[src/rtl/ctrl_pkg.sv]
`default_nettype none

package ctrl_pkg;

    typedef enum logic [3:0] {
        alu_and  = 4'b0000,
        alu_or   = 4'b0001,
        alu_add  = 4'b0010,
        alu_sub  = 4'b0011,
        alu_xor  = 4'b0100,
        alu_nor  = 4'b0101,
        alu_sll  = 4'b0110,
        alu_srl  = 4'b0111,
        alu_sra  = 4'b1000,
        alu_slt  = 4'b1001,
        alu_sltu = 4'b1010
    } alu_op_e;

    typedef enum logic [1:0] {
        dst_rt,
        dst_rd,
        dst_ra    // r31 for jal
    } reg_dst_e;

    typedef enum logic [2:0] {
        wb_alu,
        wb_mem,
        wb_link,  // return address
        wb_hilo,
        wb_cp0
    } wb_sel_e;

    typedef enum logic [1:0] {
        ext_sign,
        ext_zero,
        ext_upper  // imm16 into the top half
    } ext_op_e;

    typedef enum logic [1:0] {
        pc_next,
        pc_reg,
        pc_target,
        pc_epc
    } pc_sel_e;

    typedef enum logic [2:0] {
        br_none,
        br_eq,
        br_ne,
        br_lez,
        br_gtz,
        br_ltz,
        br_gez,
        br_jump
    } branch_e;

    typedef enum logic [2:0] {
        mem_none,
        mem_load,
        mem_store
    } mem_op_e;

    typedef enum logic [2:0] {
        sz_word,
        sz_half,
        sz_half_u,
        sz_byte,
        sz_byte_u
    } mem_size_e;

    typedef enum logic [2:0] {
        md_none,
        md_mult,
        md_multu,
        md_div,
        md_divu
    } md_op_e;

    typedef enum logic [2:0] {
        hilo_none,
        hilo_mthi,
        hilo_mtlo,
        hilo_mfhi,
        hilo_mflo
    } hilo_op_e;

    typedef struct packed {
        alu_op_e   alu_op;
        reg_dst_e  reg_dst;
        wb_sel_e   wb_sel;
        ext_op_e   ext_op;
        pc_sel_e   pc_sel;
        branch_e   branch;
        mem_op_e   mem_op;
        mem_size_e mem_size;
        md_op_e    md_op;  // anything but none starts the unit
        hilo_op_e  hilo_op;
        logic      alu_a_shamt;
        logic      alu_b_imm;
        logic      reg_write;
    } ctrl_word_t;

    localparam ctrl_word_t ctrl_idle = '{
        alu_op:      alu_and,
        reg_dst:     dst_rt,
        wb_sel:      wb_alu,
        ext_op:      ext_sign,
        pc_sel:      pc_next,
        branch:      br_none,
        mem_op:      mem_none,
        mem_size:    sz_word,
        md_op:       md_none,
        hilo_op:     hilo_none,
        alu_a_shamt: 1'b0,
        alu_b_imm:   1'b0,
        reg_write:   1'b0
    };

endpackage

`default_nettype wire

[src/rtl/isa_pkg.sv]
`default_nettype none

package isa_pkg;

    typedef logic [31:0] instr_t;
    typedef logic [5:0]  opcode_t;
    typedef logic [5:0]  funct_t;
    typedef logic [4:0]  reg_addr_t;

    typedef struct packed {
        opcode_t   op;
        reg_addr_t rs;
        reg_addr_t rt;
        reg_addr_t rd;
        logic [4:0] shamt;
        funct_t    funct;
    } instr_fields_t;

    typedef enum logic [1:0] {
        class_special,
        class_regimm,
        class_cop0,
        class_main
    } instr_class_e;

    ////////////////////////////////////////////////////////////////////////////
    // primary opcodes
    ////////////////////////////////////////////////////////////////////////////
    localparam opcode_t op_special = 6'b000000;
    localparam opcode_t op_regimm  = 6'b000001;
    localparam opcode_t op_j       = 6'b000010;
    localparam opcode_t op_jal     = 6'b000011;
    localparam opcode_t op_beq     = 6'b000100;
    localparam opcode_t op_bne     = 6'b000101;
    localparam opcode_t op_blez    = 6'b000110;
    localparam opcode_t op_bgtz    = 6'b000111;
    localparam opcode_t op_addi    = 6'b001000;
    localparam opcode_t op_addiu   = 6'b001001;
    localparam opcode_t op_slti    = 6'b001010;
    localparam opcode_t op_sltiu   = 6'b001011;
    localparam opcode_t op_andi    = 6'b001100;
    localparam opcode_t op_ori     = 6'b001101;
    localparam opcode_t op_xori    = 6'b001110;
    localparam opcode_t op_lui     = 6'b001111;
    localparam opcode_t op_cop0    = 6'b010000;
    localparam opcode_t op_lb      = 6'b100000;
    localparam opcode_t op_lh      = 6'b100001;
    localparam opcode_t op_lw      = 6'b100011;
    localparam opcode_t op_lbu     = 6'b100100;
    localparam opcode_t op_lhu     = 6'b100101;
    localparam opcode_t op_sb      = 6'b101000;
    localparam opcode_t op_sh      = 6'b101001;
    localparam opcode_t op_sw      = 6'b101011;

    ////////////////////////////////////////////////////////////////////////////
    // function codes of the special opcode
    ////////////////////////////////////////////////////////////////////////////
    localparam funct_t fn_sll   = 6'b000000;  // also nop
    localparam funct_t fn_srl   = 6'b000010;
    localparam funct_t fn_sra   = 6'b000011;
    localparam funct_t fn_sllv  = 6'b000100;
    localparam funct_t fn_srlv  = 6'b000110;
    localparam funct_t fn_srav  = 6'b000111;
    localparam funct_t fn_jr    = 6'b001000;
    localparam funct_t fn_jalr  = 6'b001001;
    localparam funct_t fn_mfhi  = 6'b010000;
    localparam funct_t fn_mthi  = 6'b010001;
    localparam funct_t fn_mflo  = 6'b010010;
    localparam funct_t fn_mtlo  = 6'b010011;
    localparam funct_t fn_mult  = 6'b011000;
    localparam funct_t fn_multu = 6'b011001;
    localparam funct_t fn_div   = 6'b011010;
    localparam funct_t fn_divu  = 6'b011011;
    localparam funct_t fn_add   = 6'b100000;
    localparam funct_t fn_addu  = 6'b100001;
    localparam funct_t fn_sub   = 6'b100010;
    localparam funct_t fn_subu  = 6'b100011;
    localparam funct_t fn_and   = 6'b100100;
    localparam funct_t fn_or    = 6'b100101;
    localparam funct_t fn_xor   = 6'b100110;
    localparam funct_t fn_nor   = 6'b100111;
    localparam funct_t fn_slt   = 6'b101010;
    localparam funct_t fn_sltu  = 6'b101011;

    localparam reg_addr_t rt_bltz = 5'b00000;  // regimm, selected by rt
    localparam reg_addr_t rt_bgez = 5'b00001;
    localparam reg_addr_t rs_mfc0 = 5'b00000;  // cop0, selected by rs
    localparam reg_addr_t rs_mtc0 = 5'b00100;
    localparam funct_t    fn_eret = 6'b011000;

endpackage

`default_nettype wire
[src/rtl/instr_decoder.sv]
`default_nettype none

module instr_decoder (
    input  logic                 clk,
    input  logic                 arst_n,
    input  logic                 instr_valid,
    input  isa_pkg::instr_t      instr,
    output ctrl_pkg::ctrl_word_t ctrl,
    output logic                 ctrl_valid
);

    import isa_pkg::*;
    import ctrl_pkg::*;

    instr_fields_t fields;
    instr_class_e  cls;
    logic          fields_valid;
    ctrl_word_t    special_ctrl;
    ctrl_word_t    main_ctrl;

    ////////////////////////////////////////////////////////////////////////////
    // stage 1 capture, decode in between, stage 2 output
    ////////////////////////////////////////////////////////////////////////////
    instr_capture u_capture (
        .clk          (clk),
        .arst_n       (arst_n),
        .instr_valid  (instr_valid),
        .instr        (instr),
        .fields       (fields),
        .cls          (cls),
        .fields_valid (fields_valid)
    );

    special_decoder u_special_dec (
        .fields       (fields),
        .special_ctrl (special_ctrl)
    );

    main_decoder u_main_dec (
        .fields    (fields),
        .main_ctrl (main_ctrl)
    );

    ctrl_output u_output (
        .clk          (clk),
        .arst_n       (arst_n),
        .fields_valid (fields_valid),
        .cls          (cls),
        .special_ctrl (special_ctrl),
        .main_ctrl    (main_ctrl),
        .ctrl         (ctrl),
        .ctrl_valid   (ctrl_valid)
    );

endmodule

`default_nettype wire

[src/rtl/ctrl_output.sv]
`default_nettype none

module ctrl_output (
    input  logic                  clk,
    input  logic                  arst_n,
    input  logic                  fields_valid,
    input  isa_pkg::instr_class_e cls,
    input  ctrl_pkg::ctrl_word_t  special_ctrl,
    input  ctrl_pkg::ctrl_word_t  main_ctrl,
    output ctrl_pkg::ctrl_word_t  ctrl,
    output logic                  ctrl_valid
);

    import isa_pkg::*;
    import ctrl_pkg::*;

    ctrl_word_t sel_ctrl;

    // regimm and cop0 are decoded in main_decoder
    assign sel_ctrl = (cls == class_special) ? special_ctrl : main_ctrl;

    always_ff @(posedge clk or negedge arst_n) begin
        if (!arst_n) begin
            ctrl       <= ctrl_idle;
            ctrl_valid <= 1'b0;
        end else begin
            ctrl_valid <= fields_valid;
            if (fields_valid) begin
                ctrl <= sel_ctrl;  // held between strobes
            end
        end
    end

endmodule

`default_nettype wire

[src/rtl/main_decoder.sv]
`default_nettype none

module main_decoder (
    input  isa_pkg::instr_fields_t fields,
    output ctrl_pkg::ctrl_word_t   main_ctrl
);

    import isa_pkg::*;
    import ctrl_pkg::*;

    // base + sign-extended offset address
    function automatic ctrl_word_t mem_word(mem_op_e op, mem_size_e size);
        ctrl_word_t w;
        w           = ctrl_idle;
        w.alu_b_imm = 1'b1;
        w.alu_op    = alu_add;
        w.ext_op    = ext_sign;
        w.mem_op    = op;
        w.mem_size  = size;
        if (op == mem_load) begin
            w.reg_write = 1'b1;
            w.wb_sel    = wb_mem;
            w.reg_dst   = dst_rt;
        end
        return w;
    endfunction

    function automatic ctrl_word_t imm_word(alu_op_e op, ext_op_e ext);
        ctrl_word_t w;
        w           = ctrl_idle;
        w.alu_b_imm = 1'b1;
        w.alu_op    = op;
        w.ext_op    = ext;
        w.reg_dst   = dst_rt;
        w.reg_write = 1'b1;
        return w;
    endfunction

    function automatic ctrl_word_t branch_word(branch_e br);
        ctrl_word_t w;
        w        = ctrl_idle;
        w.pc_sel = pc_target;
        w.branch = br;
        return w;
    endfunction

    always_comb begin
        main_ctrl = ctrl_idle;  // special and unknown opcodes
        case (fields.op)
            op_lw:    main_ctrl = mem_word(mem_load, sz_word);
            op_lh:    main_ctrl = mem_word(mem_load, sz_half);
            op_lhu:   main_ctrl = mem_word(mem_load, sz_half_u);
            op_lb:    main_ctrl = mem_word(mem_load, sz_byte);
            op_lbu:   main_ctrl = mem_word(mem_load, sz_byte_u);
            op_sw:    main_ctrl = mem_word(mem_store, sz_word);
            op_sh:    main_ctrl = mem_word(mem_store, sz_half);
            op_sb:    main_ctrl = mem_word(mem_store, sz_byte);
            op_addi:  main_ctrl = imm_word(alu_add, ext_sign);
            op_addiu: main_ctrl = imm_word(alu_add, ext_sign);
            op_slti:  main_ctrl = imm_word(alu_slt, ext_sign);
            op_sltiu: main_ctrl = imm_word(alu_sltu, ext_sign);
            op_andi:  main_ctrl = imm_word(alu_and, ext_zero);
            op_ori:   main_ctrl = imm_word(alu_or, ext_zero);
            op_xori:  main_ctrl = imm_word(alu_xor, ext_zero);
            op_lui:   main_ctrl = imm_word(alu_add, ext_upper);  // zero + imm << 16
            op_beq:   main_ctrl = branch_word(br_eq);
            op_bne:   main_ctrl = branch_word(br_ne);
            op_blez:  main_ctrl = branch_word(br_lez);
            op_bgtz:  main_ctrl = branch_word(br_gtz);
            op_j:     main_ctrl = branch_word(br_jump);
            op_jal: begin
                main_ctrl           = branch_word(br_jump);
                main_ctrl.reg_write = 1'b1;
                main_ctrl.reg_dst   = dst_ra;
                main_ctrl.wb_sel    = wb_link;
            end
            op_regimm: begin
                if (fields.rt == rt_bltz) begin
                    main_ctrl = branch_word(br_ltz);
                end else if (fields.rt == rt_bgez) begin
                    main_ctrl = branch_word(br_gez);
                end
            end
            op_cop0: begin
                if (fields.funct == fn_eret) begin
                    main_ctrl.pc_sel = pc_epc;  // eret wins over rs
                end else if (fields.rs == rs_mfc0) begin
                    main_ctrl.reg_write = 1'b1;
                    main_ctrl.wb_sel    = wb_cp0;
                end else if (fields.rs == rs_mtc0) begin
                    main_ctrl.wb_sel = wb_cp0;  // cp0 write without a gpr write
                end
            end
            default: main_ctrl = ctrl_idle;
        endcase
    end

endmodule

`default_nettype wire

[src/rtl/special_decoder.sv]
`default_nettype none

module special_decoder (
    input  isa_pkg::instr_fields_t fields,
    output ctrl_pkg::ctrl_word_t   special_ctrl
);

    import isa_pkg::*;
    import ctrl_pkg::*;

    // register-register alu op, result into rd
    function automatic ctrl_word_t r_alu(alu_op_e op, logic use_shamt);
        ctrl_word_t w;
        w             = ctrl_idle;
        w.alu_op      = op;
        w.alu_a_shamt = use_shamt;
        w.reg_dst     = dst_rd;
        w.wb_sel      = wb_alu;
        w.reg_write   = 1'b1;
        return w;
    endfunction

    always_comb begin
        special_ctrl = ctrl_idle;  // unknown funct stays idle
        case (fields.funct)
            fn_add, fn_addu: special_ctrl = r_alu(alu_add, 1'b0);
            fn_sub, fn_subu: special_ctrl = r_alu(alu_sub, 1'b0);
            fn_and:          special_ctrl = r_alu(alu_and, 1'b0);
            fn_or:           special_ctrl = r_alu(alu_or, 1'b0);
            fn_xor:          special_ctrl = r_alu(alu_xor, 1'b0);
            fn_nor:          special_ctrl = r_alu(alu_nor, 1'b0);
            fn_slt:          special_ctrl = r_alu(alu_slt, 1'b0);
            fn_sltu:         special_ctrl = r_alu(alu_sltu, 1'b0);
            fn_sll:          special_ctrl = r_alu(alu_sll, 1'b1);
            fn_srl:          special_ctrl = r_alu(alu_srl, 1'b1);
            fn_sra:          special_ctrl = r_alu(alu_sra, 1'b1);
            fn_sllv:         special_ctrl = r_alu(alu_sll, 1'b0);
            fn_srlv:         special_ctrl = r_alu(alu_srl, 1'b0);
            fn_srav:         special_ctrl = r_alu(alu_sra, 1'b0);
            fn_jr: begin
                special_ctrl.pc_sel = pc_reg;
            end
            fn_jalr: begin
                special_ctrl.pc_sel    = pc_reg;
                special_ctrl.reg_dst   = dst_rd;
                special_ctrl.wb_sel    = wb_link;
                special_ctrl.reg_write = 1'b1;
            end
            // multiply and divide write hi/lo, not the register file
            fn_mult:  special_ctrl.md_op = md_mult;
            fn_multu: special_ctrl.md_op = md_multu;
            fn_div:   special_ctrl.md_op = md_div;
            fn_divu:  special_ctrl.md_op = md_divu;
            fn_mfhi: begin
                special_ctrl.hilo_op   = hilo_mfhi;
                special_ctrl.reg_dst   = dst_rd;
                special_ctrl.wb_sel    = wb_hilo;
                special_ctrl.reg_write = 1'b1;
            end
            fn_mflo: begin
                special_ctrl.hilo_op   = hilo_mflo;
                special_ctrl.reg_dst   = dst_rd;
                special_ctrl.wb_sel    = wb_hilo;
                special_ctrl.reg_write = 1'b1;
            end
            fn_mthi: special_ctrl.hilo_op = hilo_mthi;
            fn_mtlo: special_ctrl.hilo_op = hilo_mtlo;
            default: special_ctrl = ctrl_idle;
        endcase
    end

endmodule

`default_nettype wire

[src/rtl/instr_capture.sv]
`default_nettype none

module instr_capture (
    input  logic                   clk,
    input  logic                   arst_n,
    input  logic                   instr_valid,
    input  isa_pkg::instr_t        instr,
    output isa_pkg::instr_fields_t fields,
    output isa_pkg::instr_class_e  cls,
    output logic                   fields_valid
);

    import isa_pkg::*;

    instr_class_e cls_next;

    always_comb begin
        case (instr[31:26])
            op_special: cls_next = class_special;
            op_regimm:  cls_next = class_regimm;
            op_cop0:    cls_next = class_cop0;
            default:    cls_next = class_main;
        endcase
    end

    always_ff @(posedge clk) begin
        if (instr_valid) begin
            fields <= instr;
            cls    <= cls_next;  // registered select for the output mux
        end
    end

    always_ff @(posedge clk or negedge arst_n) begin
        if (!arst_n) begin
            fields_valid <= 1'b0;
        end else begin
            fields_valid <= instr_valid;
        end
    end

endmodule

`default_nettype wire

[config.mk]
export PLATFORM = sky130hd
export DESIGN_NAME = instr_decoder
export DESIGN_NICKNAME = d
export VERILOG_FILES = /design/src/rtl/ctrl_pkg.sv /design/src/rtl/isa_pkg.sv /design/src/rtl/instr_decoder.sv /design/src/rtl/ctrl_output.sv /design/src/rtl/main_decoder.sv /design/src/rtl/special_decoder.sv /design/src/rtl/instr_capture.sv
export SDC_FILE = /design/constraint.sdc
export NUM_CORES = 1
export LEC_CHECK = 0
export ABC_CLOCK_PERIOD_IN_PS = 2160
export BUFFER_PORTS_ARGS = -buffer_cell sky130_fd_sc_hd__buf_2
export CAP_MARGIN = 40
export CORE_MARGIN = 4
export CORE_UTILIZATION = 52
export CTS_CLUSTER_SIZE = 8
export DETAILED_ROUTE_END_ITERATION = 8
export HOLD_SLACK_MARGIN = 0.1
export PLACE_DENSITY = 0.91
export SLEW_MARGIN = 20
export SYNTH_ARGS = -nofsm -noshare
export SYNTH_HDL_FRONTEND = slang
export SYNTH_SLANG_ARGS = --single-unit
[constraint.sdc]
create_clock -name clk -period 2.16 [get_ports clk]
set_clock_uncertainty 0.1 [all_clocks]
set_input_delay 0.216 -clock clk [delete_from_list [all_inputs] [get_ports clk]]
set_output_delay 0.216 -clock clk [all_outputs]
set_load 0.02 [all_outputs]
==> results of run 1 <==
worst paths after layout:
check,cells past startpoint,slack [ns],to
max,5,0.32,u_output.ctrl[0]
min,1,0.20,u_capture.fields_valid
max reg2reg,5,0.32,u_output.ctrl[0]
min reg2reg,1,0.39,u_output.ctrl[29]
max in group asynchronous,2,1.13,u_output.ctrl[17]
min in group asynchronous,2,0.38,u_output.ctrl[3]
timing repair:
| item | in CTS | in global routing |
|---|---|---|
| resized for setup | 0 | 0 |
| endpoints found under the hold margin | 56 | 0 |
| hold buffers | 23 | 0 |
| setup buffers | 0 | 0 |
routing by layer:
metal / share of wire, % / GRT usage, % / wire length (um)
met3: 7.8 / 4.64 / 457
met1: 42 / 26.2 / 2430
met4: 1.2 / 5.77 / 72
met5: 0 / 0 / 0
met2: 49 / 35.2 / 2880
state kept, by name (all words and copies together) (netlist names):
name and count:
u_capture.fields 22, u_output.ctrl_valid 1, u_output.ctrl 30, u_capture.fields_valid 1, u_capture.cls 2
layout make-up:
cell class              count  area (um^2)
flip-flops and latches     56         1520
inverters                  11         41.3
fillers                   346         1480
repair buffers             89          588
multi-input cells         147          903
well taps                  67         83.8
clock buffers               7         76.3
clock inverters             1         30.0
layout by cell type, fill, tap and decap left out, drive strengths merged, types with 3 or more instances in the layout:
cell,Yosys,final
o2bb2ai,14,14
dfrtp,32,32
nand4,3,3
nand2,16,16
o21ai,13,13
nor3,4,4
a31oi,6,6
a21oi,11,11
clkbuf,6,7
nor2b,6,6
nand2b,4,4
nand3,7,7
inv,10,10
dlygate4sd3,0,23
nor2,22,22
o22ai,3,3
buf,9,66
nor4,9,9
edfxtp,24,24
worst register-to-register path: cells and delay by family (launching register included):
family,cells,cell delay (ns)
DFF,1,0.52
AOI/OAI and AO/OA,2,0.29
and+or+nand+nor,3,0.80
cell families after synthesis:
logic type      share of synthesized area [%]
compound gates                           17.1
other cells                             0.148
flops                                    59.9
buf+inv                                  4.58
simple gates                             16.4
xor+xnor                                 1.03
mux                                     0.886
power groups by stage:
stage | Sequential, uW | Combinational, uW | Clock [uW]
after floorplan | 1260 | 166 | 0
after global placement | 1250 | 287 | 0
after detailed placement | 1250 | 295 | 0
after CTS | 1230 | 328 | 669
after global routing | 1240 | 365 | 714
final | 1230 | 332 | 659
stage by stage:
stage	worst slack, ns	std cells
after floorplan	0.444	229
after global placement	0.384	347
after detailed placement	0.339	347
after CTS	0.328	378
after global routing	0.243	378
final	0.322	378
==> reports/metrics.cfg, run 1 <==
[outcome]
status=complete, no violations

[die]
num_rows=25
dieArea_um2=6070
core_area_um2=4720
start_util_pct=53.8
ios=67
die_y_um=77.9
fp.dieW_um=77.9

[setup_path]
crit_slowest_cell=or4b_4
cp_max_fo=8
cp_slowest_stage_delay_ns=0.59
crit_path_end_kind=flip-flop
cpLargestDelayFamily=simple AND/OR/NAND/NOR gates
crit_arrival_ns=1.92
regToRegStartpoint=u_capture.fields[2]
cp-start-kind=flip-flop
cp-startpoint=u_capture.fields[2]
worst-setup-path-type=reg -> reg
path_buf_inv=0
required_ns=2.24
cp_cell_sequence=or4b_4 -> o2111ai_2 -> nor2_1 -> nor4_2 -> a311oi_1

[clock_tree]
cts_root_buf=clkbuf_8
clock_sinks=56
clockBufferDepth=2
clkTransAtPathRegs_ns=0.09
numCtsBuffers=5
h-tree-depth=2
clock_latency_ns=0.31
tritoncts=built

[pwr]
power.switching_uw=557
internal_power_uw=1660
combPwrFrac_pct=15.0
ir_drop_mv=0.552
powerDensity_nw_per_um2=684
power_leakage_uw=0.00139
pwr-share-seq_pct=55.4
power_uw=2220
power_switching_share_pct=25.1
power.share.clock_pct=29.7

[finish]
utilization_pct=68.7
area_growth_syn_to_layout_pct=27.7
diodes=0
drive_gt1_share_pct=25.7
fin_nets=345
final_area_um2=3240

[sta]
maxSlewViolCount=0
worst_pin_slew_ns=0.683
setup_viol=0
slew_headroom_pct=54.5
hold_viol=0
finalWorstPathRequiredPeriod_ns=1.84
fmax_mhz=544
period_share_pct=85.1
tns_ns=0
rsz0062_at_grt=no
holdWs_ns=0.200

[global_routing]
overflow=0
grt_use_total_pct=20.6
grt_pass1_vias=2094
grt_max_degree=33
grt_pass1_wl_um=9790
antenna_found_initial=0

[synthesis]
yosysSeqAreaShare_pct=59.9
ys_ff_latch=56
synthArstFlopShare_pct=57.1
synth.distinct_cells=48
syn_inst=229
yosysMostFrequentCell=dfrtp_1
ys_top_cells_by_area=dfrtp_1 32%, edfxtp_1 28%, o2bb2ai_1 4.8%
synth_edf_count=24
syn-num-nets=264
ys_warn_count=0
syn_avg_cell_area_um2=11.1
synthTopCellsByCount=32 x dfrtp_1, 24 x edfxtp_1, 22 x nor2_1
synth_top_area_cell=dfrtp_1
synthFlopType=dfrtp_1
yosysTopAreaCellShare_pct=31.5
syn_area_um2=2540

[drt]
viasPerCell=5.60
first_pass_iters=4
num_vias=2118
ant_nets=0
drt-initial-drc-count=225
wl_per_cell_um=15.4
drc=0
drt-total-wl_um=5840

[placement]
place_congestion=0.852
dpl_cell_area_um2=2910
port_buffers=55
place_hpwl_um=3870

[job]
cap_violations=0

[hold_path]
min_path_type=in -> reg
min_from=instr_valid

Power figures use the tool's default switching activity.
==> run 2, diff against run 1 <==
--- a/config.mk
+++ b/config.mk
@@ -9,12 +9,13 @@
 export BUFFER_PORTS_ARGS = -buffer_cell sky130_fd_sc_hd__buf_2
 export CAP_MARGIN = 40
 export CORE_MARGIN = 4
-export CORE_UTILIZATION = 52
+export CORE_UTILIZATION = 56
 export CTS_CLUSTER_SIZE = 8
 export DETAILED_ROUTE_END_ITERATION = 8
 export HOLD_SLACK_MARGIN = 0.1
-export PLACE_DENSITY = 0.91
+export PLACE_DENSITY = 0.92
 export SLEW_MARGIN = 20
 export SYNTH_ARGS = -nofsm -noshare
 export SYNTH_HDL_FRONTEND = slang
+export SYNTH_HIERARCHICAL = 1
 export SYNTH_SLANG_ARGS = --single-unit
==> run 2 against run 1 <==
  * Die area up 18%
  * Combinational power increased by 48%
  * Critical endpoint is now u_output/ctrl[0]
  * Count of clock-buffer cells in the layout up 6
  * Worst hold slack worse by 0.025 ns
  * Register-to-register slack lost 0.21 ns
==> reports/metrics.cfg, run 2 <==
[outcome]
status=complete, no violations

[finish]
largest_reg_flops=31  ; +3.3%
final_cell_mix=56 x buf_2, 49 x nor2_1, 35 x a31oi_1
drive_gt1_share_pct=21.0  ; -4.8 points
regMostFlops=u_output/ctrl
largest_registers=u_output/ctrl (31), u_capture/fields (22), u_capture/cls (2)
mostFrequentLayoutCell=buf_2
utilization_pct=70.8  ; +2.1 points
area_growth_syn_to_layout_pct=20.5
fin_nets=450  ; +30%
diodes=0  ; unchanged

[drt]
ant_nets=0  ; unchanged
drc=0  ; unchanged
drt-total-wl_um=7440  ; +27%
num_vias=2806  ; +32%
first_pass_iters=5  ; +1
drt-initial-drc-count=327  ; +45%
viasPerCell=5.70  ; +1.8%
wl_per_cell_um=15.1  ; -2.1%

[synthesis]
syn_inst=348  ; +52%
syn_area_um2=3300  ; +30%
syn_avg_cell_area_um2=9.47  ; -15%
ys_warn_count=6  ; +6

[global_routing]
grt_max_degree=48  ; +45%
grt_pass1_wl_um=12600  ; +29%
use_met1_pct=26.4  ; +0.14 points
grt_pass1_vias=2729  ; +30%
use_met3_pct=4.71  ; +0.070 points
overflow=0  ; unchanged
busiest_layer=met2
grt_use_total_pct=22.2  ; +1.6 points
use_met2_pct=37.7  ; +2.5 points
antenna_found_initial=0  ; unchanged

[sta]
rsz0062_at_grt=no
maxSlewViolCount=0  ; unchanged
tns_ns=0  ; unchanged
worst_pin_slew_ns=0.716  ; +0.0331 ns
setup_viol=0  ; unchanged
fmax_mhz=489  ; -10%
hold_viol=0  ; unchanged
slew_headroom_pct=52.2  ; -2.2 points
period_share_pct=94.7  ; +9.6 points
finalWorstPathRequiredPeriod_ns=2.04  ; +0.207 ns

[setup_path]
crit_path_end_kind=flip-flop
cp-start-kind=flip-flop
worst-setup-path-type=reg -> reg
r2r_setup_slack_ns=0.12  ; -0.21 ns
crit_arrival_ns=2.20  ; +0.28 ns
cp_max_fo=9  ; +1
regToRegStartpoint=u_capture/fields[3]
required_ns=2.31  ; +0.07 ns
r2r-end=u_output/ctrl[0]
r2r_cells=5  ; unchanged

[clock_tree]
clock_latency_ns=0.34  ; +0.03 ns
h-tree-depth=3  ; +1
tritoncts=built
clkTransAtPathRegs_ns=0.06  ; -0.03 ns
numCtsBuffers=9  ; +4
cts_root_buf=clkbuf_8
clockBufferDepth=2  ; unchanged
post_cts_buffers=0  ; unchanged
clock_sinks=57  ; +1.8%

[placement]
place_congestion=0.955  ; +12%
place_hpwl_um=4750  ; +23%
port_buffers=56  ; +1.8%

[pwr]
powerDensity_nw_per_um2=705  ; +3.0%
power_leakage_uw=0.00159  ; +14%
ir_drop_mv=0.514  ; -6.9%

[die]
dieArea_um2=7180  ; +18%
num_rows=27  ; +8.0%
ios=67  ; unchanged
start_util_pct=58.8  ; +5.0 points
fp.dieW_um=84.7  ; +8.7%
die_y_um=84.7  ; +8.7%
core_area_um2=5610  ; +19%

[hold_path]
hold-path-endpoint=u_capture/fields_valid
min_from=instr_valid
hold_path_depth=1  ; unchanged
min_path_type=in -> reg

[job]
cap_violations=0  ; unchanged

-- run 2: metal layers --
| metal | share of wire, % | routed length, um |
|---|---|---|
| met3 | 6.7 | 499 |
| met5 | 0 | 0 |
| met1 | 40 | 2950 |
| met2 | 51 | 3790 |
| met4 | 2.6 | 193 |
-- run 2: how the worst max path moves through the flow --
stage / cells after the start / from / slack [ns] / endpoint
3_5_place_dp: 5 / u_capture/fields[28] / 0.19 / u_output/ctrl[17]
2_1_floorplan: 6 / u_capture/fields[2] / 0.25 / u_output/ctrl[0]
6_report: 5 / u_capture/fields[3] / 0.12 / u_output/ctrl[0]
3_3_place_gp: 6 / u_capture/fields[3] / 0.24 / u_output/ctrl[7]
5_1_grt: 5 / u_capture/fields[28] / 0.02 / u_output/ctrl[16]
4_1_cts: 5 / u_capture/fields[3] / 0.13 / u_output/ctrl[0]
-- run 2: layout make-up --
type,count,area [um^2]
clock buffer,13,149
multi-input combinational,254,1510
inverter,4,15.0
tap,72,90.1
timing repair buffer,89,623
fill,440,1640
clock inverter,3,40.0
sequential,57,1550
-- run 2: stage by stage --
| stage | hold slack [ns] | cells | total power (uW) | worst slack [ns] | area [um^2] |
|---|---|---|---|---|---|
| 6_report | 0.175 | 492 | 2800 | 0.115 | 3970 |
| 5_1_grt | 0.194 | 492 | 2930 | 0.0215 | 3970 |
| 4_1_cts | 0.165 | 492 | 2800 | 0.134 | 3960 |
| 3_5_place_dp | 0.212 | 453 | 1800 | 0.194 | 3540 |
| 3_3_place_gp | 0.208 | 453 | 1780 | 0.244 | 3540 |
| 2_1_floorplan | -0.180 | 370 | 1660 | 0.249 | 3380 |
-- run 2: what timing repair did --
item / CTS / global route
hold endpoints to repair: 57 / 0
hold buffers: 23 / 0
setup endpoints to repair: 0 / 1
gates resized for setup: 0 / 2
-- run 2: where the power goes --
| part | switching, uW | total [uW] | internal (uW) |
|---|---|---|---|
| Combinational | 283 | 493 | 210 |
| Sequential | 100 | 1330 | 1230 |
| Clock | 408 | 970 | 561 |
-- run 2: worst max-delay path: stages, from the launching register on --
cell,delay [ns]
edfxtp_1,0.52
or4_1,0.59
o31a_1,0.15
o31ai_1,0.06
or3b_1,0.37
a31oi_1,0.16
